## config.mk

```make
export PLATFORM = sky130hd
export DESIGN_NAME = axi_xbar_2x2
export DESIGN_NICKNAME = d
export VERILOG_FILES = /design/src/design/xbar_pkg.sv /design/src/design/aw_req_if.sv /design/src/design/aw_request_decode.sv /design/src/design/aw_slave_arbiter.sv /design/src/design/b_response_router.sv /design/src/design/axi_xbar_2x2.sv
export VERILOG_INCLUDE_DIRS = /design/src /design/src/include
export SDC_FILE = /design/constraint.sdc
export NUM_CORES = 1
export LEC_CHECK = 0
export BUFFER_PORTS_ARGS = -buffer_cell sky130_fd_sc_hd__buf_2
export CORE_ASPECT_RATIO = 1.75
export CORE_MARGIN = 4
export CORE_UTILIZATION = 46
export CTS_CLUSTER_SIZE = 16
export DETAILED_ROUTE_END_ITERATION = 8
export PLACE_DENSITY = 0.85
export SLEW_MARGIN = 20
export SYNTH_ARGS = -nofsm -noshare
export SYNTH_HDL_FRONTEND = slang
export SYNTH_HIERARCHICAL = 1
export SYNTH_SLANG_ARGS = --single-unit
```

## constraint.sdc

```tcl
create_clock -name clk -period 3.3 [get_ports clk]
set_input_delay 0.495 -clock clk [delete_from_list [all_inputs] [get_ports clk]]
set_output_delay 0.495 -clock clk [all_outputs]
set_load 0.01 [all_outputs]
```

## src/include/xbar_consts.svh

```systemverilog
`ifndef XBAR_CONSTS_SVH
`define XBAR_CONSTS_SVH

// master side id width
`define XBAR_ID_W     4

// index of the issuing master, prepended to the id
`define XBAR_MIDX_W   1

// slave side id holds master index plus master id
`define XBAR_SID_W    5

`define XBAR_ADDR_W   32
`define XBAR_LEN_W    4
`define XBAR_BURST_W  2
`define XBAR_RESP_W   2

// one bit picks one of the two slaves
`define XBAR_SEL_W    1

`endif

```

## src/design/xbar_pkg.sv

```systemverilog
`include "xbar_consts.svh"

package xbar_pkg;

    typedef logic [`XBAR_ID_W-1:0]    mid_t;
    typedef logic [`XBAR_ADDR_W-1:0]  addr_t;
    typedef logic [`XBAR_LEN_W-1:0]   len_t;
    typedef logic [`XBAR_BURST_W-1:0] burst_t;
    typedef logic [`XBAR_RESP_W-1:0]  resp_t;

    // master index sits above the master's own id
    typedef struct packed {
        logic [`XBAR_MIDX_W-1:0] midx;
        mid_t                    mid;
    } tag_id_t;

    // slaves only ever see raw while the crossbar reads the tag
    typedef union packed {
        logic [`XBAR_SID_W-1:0] raw;
        tag_id_t                tag;
    } sid_t;

endpackage

```

## src/design/aw_req_if.sv

```systemverilog
interface aw_req_if
    import xbar_pkg::*;
();

    logic   valid;
    logic   ready;
    sid_t   sid;
    addr_t  addr;
    len_t   len;
    burst_t burst;

    modport decoder (
        output valid,
        output sid,
        output addr,
        output len,
        output burst,
        input  ready
    );

    modport arbiter (
        input  valid,
        input  sid,
        input  addr,
        input  len,
        input  burst,
        output ready
    );

endinterface

```

## src/design/aw_request_decode.sv

```systemverilog
`include "xbar_consts.svh"

module aw_request_decode
    import xbar_pkg::*;
#(
    parameter logic [`XBAR_MIDX_W-1:0] midx = '0
) (
    input  mid_t                   m_awid,
    input  addr_t                  m_awaddr,
    input  len_t                   m_awlen,
    input  burst_t                 m_awburst,
    input  logic                   m_awvalid,
    output logic                   m_awready,
    input  logic [`XBAR_SEL_W-1:0] route_sel,
    input  logic                   route_en,
    aw_req_if.decoder              lane0,
    aw_req_if.decoder              lane1
);

    sid_t tagged_sid;
    logic to_s0;
    logic to_s1;

    always_comb begin
        tagged_sid.tag.midx = midx;
        tagged_sid.tag.mid  = m_awid;
    end

    assign to_s0 = route_en && (route_sel == '0);
    assign to_s1 = route_en && (route_sel != '0);

    // payload goes out on both lanes but valid only on the chosen one
    assign lane0.sid   = tagged_sid;
    assign lane0.addr  = m_awaddr;
    assign lane0.len   = m_awlen;
    assign lane0.burst = m_awburst;
    assign lane0.valid = m_awvalid && to_s0;

    assign lane1.sid   = tagged_sid;
    assign lane1.addr  = m_awaddr;
    assign lane1.len   = m_awlen;
    assign lane1.burst = m_awburst;
    assign lane1.valid = m_awvalid && to_s1;

    assign m_awready = to_s0 ? lane0.ready :
                       to_s1 ? lane1.ready : 1'b0;

endmodule

```

## src/design/aw_slave_arbiter.sv

```systemverilog
`include "xbar_consts.svh"

module aw_slave_arbiter
    import xbar_pkg::*;
(
    input  logic                   clk,
    input  logic                   rst_n,
    aw_req_if.arbiter              from_m0,
    aw_req_if.arbiter              from_m1,
    output logic [`XBAR_SID_W-1:0] s_awid,
    output addr_t                  s_awaddr,
    output len_t                   s_awlen,
    output burst_t                 s_awburst,
    output logic                   s_awvalid,
    input  logic                   s_awready
);

    // grant 0 means master 0
    logic grant;
    logic grant_q;
    logic locked;

    // master 0 first unless a stalled transfer holds the port
    always_comb begin
        if (locked) begin
            grant = grant_q;
        end else begin
            grant = !from_m0.valid;
        end
    end

    always_comb begin
        if (grant) begin
            s_awid    = from_m1.sid.raw;
            s_awaddr  = from_m1.addr;
            s_awlen   = from_m1.len;
            s_awburst = from_m1.burst;
            s_awvalid = from_m1.valid;
        end else begin
            s_awid    = from_m0.sid.raw;
            s_awaddr  = from_m0.addr;
            s_awlen   = from_m0.len;
            s_awburst = from_m0.burst;
            s_awvalid = from_m0.valid;
        end
    end

    assign from_m0.ready = !grant && s_awready;
    assign from_m1.ready = grant && s_awready;

    // lock while valid waits and release on the handshake
    always_ff @(posedge clk or negedge rst_n) begin
        if (!rst_n) begin
            locked  <= 1'b0;
            grant_q <= 1'b0;
        end else begin
            locked  <= s_awvalid && !s_awready;
            grant_q <= grant;
        end
    end

    // holds only if the lock and the masters both obey the handshake
    a_aw_stable: assert property (
        @(posedge clk) disable iff (!rst_n)
        s_awvalid && !s_awready |=> s_awvalid && $stable(s_awaddr)
    ) else $error("awvalid or awaddr changed before awready");

endmodule

```

## src/design/b_response_router.sv

```systemverilog
`include "xbar_consts.svh"

module b_response_router
    import xbar_pkg::*;
(
    input  logic  clk,
    input  logic  rst_n,
    input  sid_t  s0_bid,
    input  sid_t  s1_bid,
    input  resp_t s0_bresp,
    input  resp_t s1_bresp,
    input  logic  s0_bvalid,
    input  logic  s1_bvalid,
    output logic  s0_bready,
    output logic  s1_bready,
    output mid_t  m0_bid,
    output mid_t  m1_bid,
    output resp_t m0_bresp,
    output resp_t m1_bresp,
    output logic  m0_bvalid,
    output logic  m1_bvalid,
    input  logic  m0_bready,
    input  logic  m1_bready
);

    sid_t       bid   [2];
    resp_t      bresp [2];
    logic [1:0] bvalid;
    logic [1:0] m_ready;
    // slave s holds a response for master m in hit[m][s]
    logic [1:0] hit   [2];
    logic [1:0] pick;
    logic [1:0] pick_q;
    logic [1:0] locked;
    logic [1:0] fwd_valid;
    mid_t       fwd_id   [2];
    resp_t      fwd_resp [2];
    logic [1:0] s_ready;

    assign bid[0]   = s0_bid;
    assign bid[1]   = s1_bid;
    assign bresp[0] = s0_bresp;
    assign bresp[1] = s1_bresp;
    assign bvalid   = {s1_bvalid, s0_bvalid};
    assign m_ready  = {m1_bready, m0_bready};

    always_comb begin
        for (int m = 0; m < 2; m++) begin
            for (int s = 0; s < 2; s++) begin
                hit[m][s] = bvalid[s] && (bid[s].tag.midx == `XBAR_MIDX_W'(m));
            end
            pick[m]      = locked[m] ? pick_q[m] : !hit[m][0];
            fwd_valid[m] = hit[m][pick[m]];
            // strip the master index on the way back
            fwd_id[m]    = bid[pick[m]].tag.mid;
            fwd_resp[m]  = bresp[pick[m]];
        end
        for (int s = 0; s < 2; s++) begin
            s_ready[s] = 1'b0;
            for (int m = 0; m < 2; m++) begin
                if (hit[m][s] && (pick[m] == 1'(s))) begin
                    s_ready[s] = m_ready[m];
                end
            end
        end
    end

    assign m0_bid    = fwd_id[0];
    assign m1_bid    = fwd_id[1];
    assign m0_bresp  = fwd_resp[0];
    assign m1_bresp  = fwd_resp[1];
    assign m0_bvalid = fwd_valid[0];
    assign m1_bvalid = fwd_valid[1];
    assign s0_bready = s_ready[0];
    assign s1_bready = s_ready[1];

    always_ff @(posedge clk or negedge rst_n) begin
        if (!rst_n) begin
            locked <= '0;
            pick_q <= '0;
        end else begin
            locked <= fwd_valid & ~m_ready;
            pick_q <= pick;
        end
    end

    // a stalled response keeps its slave and its id
    a_m0_b_stable: assert property (
        @(posedge clk) disable iff (!rst_n)
        m0_bvalid && !m0_bready |=> m0_bvalid && $stable(m0_bid)
    ) else $error("m0 bvalid or bid changed before bready");

    a_m1_b_stable: assert property (
        @(posedge clk) disable iff (!rst_n)
        m1_bvalid && !m1_bready |=> m1_bvalid && $stable(m1_bid)
    ) else $error("m1 bvalid or bid changed before bready");

endmodule

```

## src/design/axi_xbar_2x2.sv

```systemverilog
`include "xbar_consts.svh"

module axi_xbar_2x2
    import xbar_pkg::*;
(
    input  logic                   clk,
    input  logic                   rst_n,

    // master 0
    input  mid_t                   m0_awid,
    input  addr_t                  m0_awaddr,
    input  len_t                   m0_awlen,
    input  burst_t                 m0_awburst,
    input  logic                   m0_awvalid,
    output logic                   m0_awready,
    input  logic [`XBAR_SEL_W-1:0] m0_write_addr_sel,
    input  logic                   m0_write_addr_en,
    output mid_t                   m0_bid,
    output resp_t                  m0_bresp,
    output logic                   m0_bvalid,
    input  logic                   m0_bready,

    // master 1
    input  mid_t                   m1_awid,
    input  addr_t                  m1_awaddr,
    input  len_t                   m1_awlen,
    input  burst_t                 m1_awburst,
    input  logic                   m1_awvalid,
    output logic                   m1_awready,
    input  logic [`XBAR_SEL_W-1:0] m1_write_addr_sel,
    input  logic                   m1_write_addr_en,
    output mid_t                   m1_bid,
    output resp_t                  m1_bresp,
    output logic                   m1_bvalid,
    input  logic                   m1_bready,

    // slave 0
    output logic [`XBAR_SID_W-1:0] s0_awid,
    output addr_t                  s0_awaddr,
    output len_t                   s0_awlen,
    output burst_t                 s0_awburst,
    output logic                   s0_awvalid,
    input  logic                   s0_awready,
    input  logic [`XBAR_SID_W-1:0] s0_bid,
    input  resp_t                  s0_bresp,
    input  logic                   s0_bvalid,
    output logic                   s0_bready,

    // slave 1
    output logic [`XBAR_SID_W-1:0] s1_awid,
    output addr_t                  s1_awaddr,
    output len_t                   s1_awlen,
    output burst_t                 s1_awburst,
    output logic                   s1_awvalid,
    input  logic                   s1_awready,
    input  logic [`XBAR_SID_W-1:0] s1_bid,
    input  resp_t                  s1_bresp,
    input  logic                   s1_bvalid,
    output logic                   s1_bready
);

    // one lane per master and slave pair
    aw_req_if m0_to_s0 ();
    aw_req_if m0_to_s1 ();
    aw_req_if m1_to_s0 ();
    aw_req_if m1_to_s1 ();

    aw_request_decode #(
        .midx (`XBAR_MIDX_W'(0))
    ) u_dec_m0 (
        .m_awid    (m0_awid),
        .m_awaddr  (m0_awaddr),
        .m_awlen   (m0_awlen),
        .m_awburst (m0_awburst),
        .m_awvalid (m0_awvalid),
        .m_awready (m0_awready),
        .route_sel (m0_write_addr_sel),
        .route_en  (m0_write_addr_en),
        .lane0     (m0_to_s0.decoder),
        .lane1     (m0_to_s1.decoder)
    );

    aw_request_decode #(
        .midx (`XBAR_MIDX_W'(1))
    ) u_dec_m1 (
        .m_awid    (m1_awid),
        .m_awaddr  (m1_awaddr),
        .m_awlen   (m1_awlen),
        .m_awburst (m1_awburst),
        .m_awvalid (m1_awvalid),
        .m_awready (m1_awready),
        .route_sel (m1_write_addr_sel),
        .route_en  (m1_write_addr_en),
        .lane0     (m1_to_s0.decoder),
        .lane1     (m1_to_s1.decoder)
    );

    aw_slave_arbiter u_arb_s0 (
        .clk       (clk),
        .rst_n     (rst_n),
        .from_m0   (m0_to_s0.arbiter),
        .from_m1   (m1_to_s0.arbiter),
        .s_awid    (s0_awid),
        .s_awaddr  (s0_awaddr),
        .s_awlen   (s0_awlen),
        .s_awburst (s0_awburst),
        .s_awvalid (s0_awvalid),
        .s_awready (s0_awready)
    );

    aw_slave_arbiter u_arb_s1 (
        .clk       (clk),
        .rst_n     (rst_n),
        .from_m0   (m0_to_s1.arbiter),
        .from_m1   (m1_to_s1.arbiter),
        .s_awid    (s1_awid),
        .s_awaddr  (s1_awaddr),
        .s_awlen   (s1_awlen),
        .s_awburst (s1_awburst),
        .s_awvalid (s1_awvalid),
        .s_awready (s1_awready)
    );

    // responses find their way back through the id tag
    b_response_router u_b_router (
        .clk       (clk),
        .rst_n     (rst_n),
        .s0_bid    (s0_bid),
        .s1_bid    (s1_bid),
        .s0_bresp  (s0_bresp),
        .s1_bresp  (s1_bresp),
        .s0_bvalid (s0_bvalid),
        .s1_bvalid (s1_bvalid),
        .s0_bready (s0_bready),
        .s1_bready (s1_bready),
        .m0_bid    (m0_bid),
        .m1_bid    (m1_bid),
        .m0_bresp  (m0_bresp),
        .m1_bresp  (m1_bresp),
        .m0_bvalid (m0_bvalid),
        .m1_bvalid (m1_bvalid),
        .m0_bready (m0_bready),
        .m1_bready (m1_bready)
    );

endmodule

```

==> results, run 1 <==
- The vertical die dimension is 116.8 um.
- During placement, the flow inserted port buffers numbering 217.
- The wire length per cell is 13.86 um.
- Ranked by total cell area, the synthesized netlist is headed by sky130_fd_sc_hd__buf_4, sky130_fd_sc_hd__mux2_2, sky130_fd_sc_hd__dfrtp_1.
- Of the post-synthesis cell area, the dominant cell type holds 0.4148.
- The routed design could run at a clock period as short as 2.415 ns.
- The most numerous cell type found on the critical path is sky130_fd_sc_hd__buf_2.
- The data required time at the worst endpoint is 2.80 ns.
- The maximum net fanout on the critical path is 28.
- The maximum level of the CTS H-tree is 1.
- Across the VDD grid, the largest voltage drop is 245.2 uV.
- Buffers added to address setup during post-CTS repair amount to 0.
- Max-cap violations in this run came to 0.
- The post-CTS resize count is 0.
- The final layout net count is 505.
- Counting cells, the worst reg-to-reg path comes to 4.
- Data on the critical path arrives at its endpoint at 1.92 ns.
- The count of buffer and inverter cells on the critical path is 4.
- The worst register-to-register path begins at u_arb_s1/grant_q$_DFF_PN0_.
- The flow ran to the end, and the final reports show no timing, DRC or antenna violations.
- The final number of max-transition violations is 0.
- Compared with the post-synthesis result, the final layout area differs by -3.899%.
- The number of failing hold endpoints at the final stage was 0.
- In this run, placement finished with an instance count of 470.
- The total area inside the core boundary comes to 6539 um2.
- For this run, the number of standard cells in the final layout without fillers is 473.
- The insertion delay of the later-clocked pin in the worst-skew pair is 0.23 ns.
- Setup repair after global routing left no endpoint under its margin.
- Entering global routing, the biggest net connects 29 pins.
- The total of endpoints with negative setup slack in the final report is 0.
- The via count of the first global-routing pass came to 2,394.
- The total via count in the routed design is 2,239.
- The final instance area is 2992 um2.
- The worst hold margin is 0.1012 ns.
- After synthesis the cells add up to 3113 um2.
- TritonCTS built the clock tree.
- The number of antenna violations at the first check in global routing is 0.
- Static timing analysis puts the maximum clock frequency at 414.1 MHz.
- The total length of routed wires is 6557 um.
- For this design the ratio of total power to cell area is 241.2 nW/um2.
- The initial utilization of the core area, before any placement, comes to 0.4761.
- The detail route stage leaves a number of antenna-violating nets equal to 0.
- Broken down by cell family, the worst path's largest delay share belongs to buffers and inverters.
- The startpoint type of the worst setup path is an input port.
- The ratio of cells with drive above 1 in the final layout is 0.8440.
- In the final timing run, aggregate negative setup slack is 0 ns.
- The cell count after synthesis came out at 346.
- Clock tree synthesis inserted a total of 3 buffers.
- The total of hold buffers inserted after clock tree synthesis is 0.
- The placed instances occupy a cell area of 2917 um2.
- The average instance in the mapped netlist occupies 8.997 um2.
- The synthesized flop and latch total is 8.
- Of all cell types, the one taking the most synthesized area is sky130_fd_sc_hd__buf_4.
- The netlist uses 28 different library cells.
- No sink is reached through more buffers than the 2 on the longest clock path.
- The min-delay analysis places its worst path in the category in -> async.
- The delay contributed by the slowest stage of the critical path is 0.39 ns.
- In this run the core area contains 39 standard-cell rows.
- Among all stages on the critical path, the largest delay is contributed by sky130_fd_sc_hd__mux2_2.
- In the routed design, unresolved DRC markers number 0.
- In the routed layout, each cell is associated on average with a via count of 4.734.
- The count of yosys warnings during synthesis is 6.
- The clock drives 8 sinks.
- The number of placed I/O pins is 218.
- Global routing finished with a remaining overflow of 0.
- From left edge to right edge, the die measures 70.19 um.
- The iteration count of the initial detailed-routing pass is 4.
- The final worst-path cycle share is 0.7318.
- The share of the Yosys chip area taken by registers is 0.06431.
- The floorplan step defined a die boundary enclosing 8199 um2.
- The first global-routing pass estimated 10,090 um of wire.
- Walking the worst path, the cells encountered are buf_2 > nand2_1 > nor2_1 > inv_1 > o21ai_4 > buf_4 > mux2_2 > buf_2.
- Routability-driven placement finished with a final weighted congestion of 0.8790.
- The number of diodes is 0.
- The worst flop-to-flop path endpoint is u_arb_s1/grant_q$_DFF_PN0_.
- The HPWL after detailed placement is 5792 um.
- Across all register-to-register paths, the minimum setup slack is 2.09 ns.
- Clock-pin slew was measured on the worst setup and hold paths at 0.04 ns.
- Across every metal layer, demand over resource in global routing totals 0.1463.
- For the final database, setup skew stands at 0.0001161 ns.
- The critical setup path kind is in -> out.
- The standby leakage power is 1.571 nW.
- The initial detailed-routing violation count is 38.
- The kind of end point of the critical path is an output pin.
- In this run the clock root is driven by a sky130_fd_sc_hd__clkbuf_16.
worst max path at each step:
stage,start,to,slack (ns),depth (start not counted)
after global routing,m0_write_addr_en,s0_awaddr[31],0.75,8
final,m0_awvalid,s0_awaddr[19],0.89,8
after floorplan,m0_awvalid,m0_awready,1.20,7
after CTS,m0_write_addr_en,s0_awaddr[19],0.88,8
after detailed placement,m0_write_addr_en,s0_awaddr[31],0.88,8
after global placement,m0_write_addr_en,s0_awaddr[19],0.91,8
state kept, by name, indices dropped and copies added (netlist names):
signal and flops:
u_arb_s0/locked 1, u_arb_s1/locked 1, u_arb_s1/grant_q 1, u_b_router/locked 2
u_b_router/pick_q 2, u_arb_s0/grant_q 1
layout make-up:
class                   count  area [um2]
flip-flops and latches      8       200.2
multi-input cells         151        1468
inverters                   8       30.03
well taps                  82       102.6
clock buffers               3       75.07
fillers                   628        3547
repair buffers            221        1116
synthesized netlist by cell type, drive strengths merged:
cell / n
a211oi: 2
a21boi: 1
a21oi: 4
a31oi: 1
a32oi: 1
and2: 3
and2b: 1
and3: 2
buf: 181
conb: 2
dfrtp: 8
inv: 8
mux2: 98
mux2i: 2
nand2: 7
nand2b: 3
nand3: 3
nor2: 8
nor2b: 4
nor3: 2
o21ai: 2
o21ba: 1
o21bai: 1
o2bb2ai: 1
report_power, final:
group	internal (W)	switching (W)	leakage [nW]
registers	0.000105	0.00000478	0.0928
clock network	0.000156	0.0000429	0.0370
logic	0.000222	0.000192	1.44
total	0.000482	0.000240	1.57
cell families after synthesis:
group | Yosys count | share of synthesized area
other cells | 2 | 0.002412
flops | 8 | 0.06431
compound gates | 14 | 0.04100
simple gates | 33 | 0.05748
mux | 100 | 0.3682
buf+inv | 189 | 0.4666
routing by layer:
metal / global-route usage / share of wire
met1: 0.1416 / 0.32
met3: 0.03333 / 0.10
met4: 0.03069 / 0.012
met5: 0 / 0
met2: 0.3076 / 0.57
per-stage QoR:
step	utilization	power, W	worst slack, ns
final	0.4575	0.0007216	0.8851
after detailed placement	0.4460	0.0005265	0.8759
after CTS	0.4575	0.0007292	0.8787
after global routing	0.4575	0.0007729	0.7486
after global placement	0.4460	0.0005135	0.9089
after floorplan	-	0.0004849	1.202
layout by cell type (no fill, tap or decap), drive strengths merged:
cell type  count
nor3           2
a21boi         1
buf          221
and3           2
o21ai          2
a32oi          1
nor2b          4
clkbuf         3
and2b          1
a31oi          1
and2           3
o2bb2ai        1
a21oi          4
mux2          98
dfrtp          8
inv            8
mux2i          2
o21bai         1
conb           4
o21ba          1
nand2b         3
nand3          3
nor2           8
nand2          7
a211oi         2
(Power assumes the default switching activity.)
==> run 2, diff against run 1 <==
- CORE_UTILIZATION: 46 -> 39
- PLACE_DENSITY: 0.85 -> 0.77
- clock period: 3.3 -> 2.1 ns (I/O delays scaled with it)
==> results, run 2 (synthesis results as in run 1) <==
- Registers take 200.2 um2.
- The number of max-capacitance violations reported is 0.
- The delay contributed by the slowest stage of the critical path is 0.38 ns.
- The pre-antenna-repair detailed-routing pass consisted of 4 iterations.
- The placement row count is 42.
- The number of remaining DRC errors is 0.
- In the final layout, the registers with the most flip-flops are u_b_router/locked x2, u_b_router/pick_q x2.
- In this run, post-CTS repair resized a total of 0 instances.
- Routed signal wires occupy layers up through met4.
- Clock skew on the completed layout was measured at 0.00009498 ns.
- The total area inside the core boundary comes to 7672 um2.
- On the critical path the largest part of the delay comes from flip-flops.
- The initial cell density of the core is 0.4057.
- Leaving out fill and tap cells, the most frequent cells in the layout are sky130_fd_sc_hd__buf_2, sky130_fd_sc_hd__mux2_2, sky130_fd_sc_hd__inv_1, sky130_fd_sc_hd__nor2_1, sky130_fd_sc_hd__dfrtp_1.
- After detailed routing, the met3 layer carries 661 um of wire.
- The master cell of the clock root buffer is sky130_fd_sc_hd__clkbuf_16.
- The die footprint is 9532 um2.
- In this run the deepest clock path goes through 2 buffers.
- The count of buffers inserted at the top-level ports is 217.
- In the global route stage, overall resource usage came out at 0.1249.
- From synthesis to final layout, the design area changed by -2.291%.
- In the finished design, the share of the clock period the worst path needs comes to 0.9421.
- In this run, the number of DRC markers left after iteration 0 of detailed routing was 59.
- The run finished with clean final reports.
- The met1 wire length is 2135 um.
- Clock tree synthesis inserted a total of 3 buffers.
- In the final timing run, aggregate negative setup slack is 0 ns.
- Setup violations remaining at the end of the flow were counted as 0.
- The routability-driven placement congestion ratio is 0.8032.
- After clock tree synthesis, the clock-pin slew on the worst setup and hold paths is 0.04 ns.
- The total length of routed wires is 6513 um.
- The tree built by TritonCTS fans out to 8 sinks.
- The TritonCTS clock tree is done.
- The maximum net fanout on the critical path is 8.
- The final total power is 0.001149 W.
- The final layout net count is 507.
- The total instance count after detailed placement is 477.
- The detailed router placed 2,266 vias in this run.
- The number of failing hold endpoints at the final stage is 0.
- Leaving out fill and tap cells, the most frequent cell in the layout is sky130_fd_sc_hd__buf_2.
- After detailed routing, the met2 layer carries 3624 um of wire.
- The number of standard cells in the layout, taps in and fillers out is 481.
- The routed design could run at a clock period as short as 1.978 ns.
- The worst path arrival time is 1.66 ns.
- The number of antenna violations at the first check in global routing was 0.
- The class of the worst hold path is in -> reg.
- The count of buffer and inverter cells on the critical path is 2.
- The via count of the first global-routing pass is 2,342.
- The power per cell area is 377.8 nW/um2.
- On the final layout, the worst hold slack is 0.2727 ns.
- Setup repair after global routing left no endpoint under its margin.
- From bottom edge to top edge, the die measures 126.2 um.
- The startpoint type of the worst setup path is a register.
- In the final layout, the multi-input gates occupy 1468 um2.
- VDD sags by at most 361.7 uV.
- After global routing the overflow that remains totals 0.
- The die is 75.54 um wide.
- The wire length per cell is 13.54 um.
- The HPWL after detailed placement is 5753 um.
- The final number of max-transition violations is 0.
- The residual antenna-violating net count after detailed routing is 0.
- Walking the worst path, the cells encountered are and2b_1 > o21ba_1 > buf_4 > mux2_4 > buf_2.
- Summed over all cells, the static leakage comes to 1.586 nW.
- The first global-routing pass estimated 9673 um of wire.
- The critical-path cell with the highest stage delay is sky130_fd_sc_hd__dfrtp_1.
- In this run the number of H-tree levels came out at 1.
- The via-per-instance ratio is 4.711.
- STA classifies the critical path endpoint as an output pin.
- The critical setup path kind is reg -> out.
- The insertion delay of the later-clocked pin in the worst-skew pair is 0.23 ns.
- The number of antenna diodes in the final layout is 0.
- Fill cells in the final layout number 772.
- The number of placed I/O pins is 218.
- Entering global routing, the biggest net connects 35 pins.
- Of the cells placed in the final design, the portion with a size suffix greater than 1 is 0.8422.
- The achievable clock frequency is 505.4 MHz.
- The data required time at the worst endpoint is 1.78 ns.
==> run 2: cell types whose count changed in the layout (fill, tap and decap cells not counted), sizes merged <==
cell and delta:
dlygate4sd3 +1, buf +1
==> run 2: cell type report <==
cell class,instances,area share
sequential,8,0.06582
timing repair buffer,223,0.3809
clock buffer,3,0.02468
tap,88,0.03620
multi-input combinational,151,0.4825
inverter,8,0.009872
==> run 2: power by group <==
group	switching, W	leakage, nW	internal, W	total, W
clock	0.0000752	0.0370	0.000246	0.000321
combinational	0.000300	1.46	0.000356	0.000657
sequential	0.00000752	0.0928	0.000164	0.000172
==> run 2: through the flow <==
step / cell area [um2] / setup slack, ns / util
after floorplan: 3120 / 0.3616 / -
after global placement: 2957 / 0.1953 / 0.3854
after detailed placement: 2957 / 0.1779 / 0.3854
after CTS: 3042 / 0.1054 / 0.3964
after global routing: 3042 / 0.06401 / 0.3964
final: 3042 / 0.1215 / 0.3964
==> run 2: path summary, 6_finish.rpt <==
check | startpoint | endpoint | slack [ns] | cells after the start
max | u_b_router/locked[0]$_DFF_PN0_ | m0_bid[3] | 0.12 | 5
min | m0_bready | u_b_router/locked[0]$_DFF_PN0_ | 0.27 | 2
max reg2reg | u_arb_s1/grant_q$_DFF_PN0_ | u_arb_s1/grant_q$_DFF_PN0_ | 1.02 | 4
min reg2reg | u_arb_s0/grant_q$_DFF_PN0_ | u_arb_s0/locked$_DFF_PN0_ | 0.61 | 3
max in group asynchronous | rst_n | u_b_router/locked[0]$_DFF_PN0_ | 1.46 | 2
min in group asynchronous | rst_n | u_arb_s1/grant_q$_DFF_PN0_ | 0.47 | 2
==> run 2: routing by layer <==
| metal | up-vias | GRT usage |
|---|---|---|
| met1 | 1029 | 0.1126 |
| met5 | - | 0 |
| met3 | 10 | 0.02233 |
| li1 | 1078 | - |
| met2 | 149 | 0.2557 |
| met4 | 0 | 0.04119 |
==> run 2: repair_timing <==
action	CTS	global route
hold endpoints to repair	8	0
buffers inserted	0	0
hold buffers	1	0
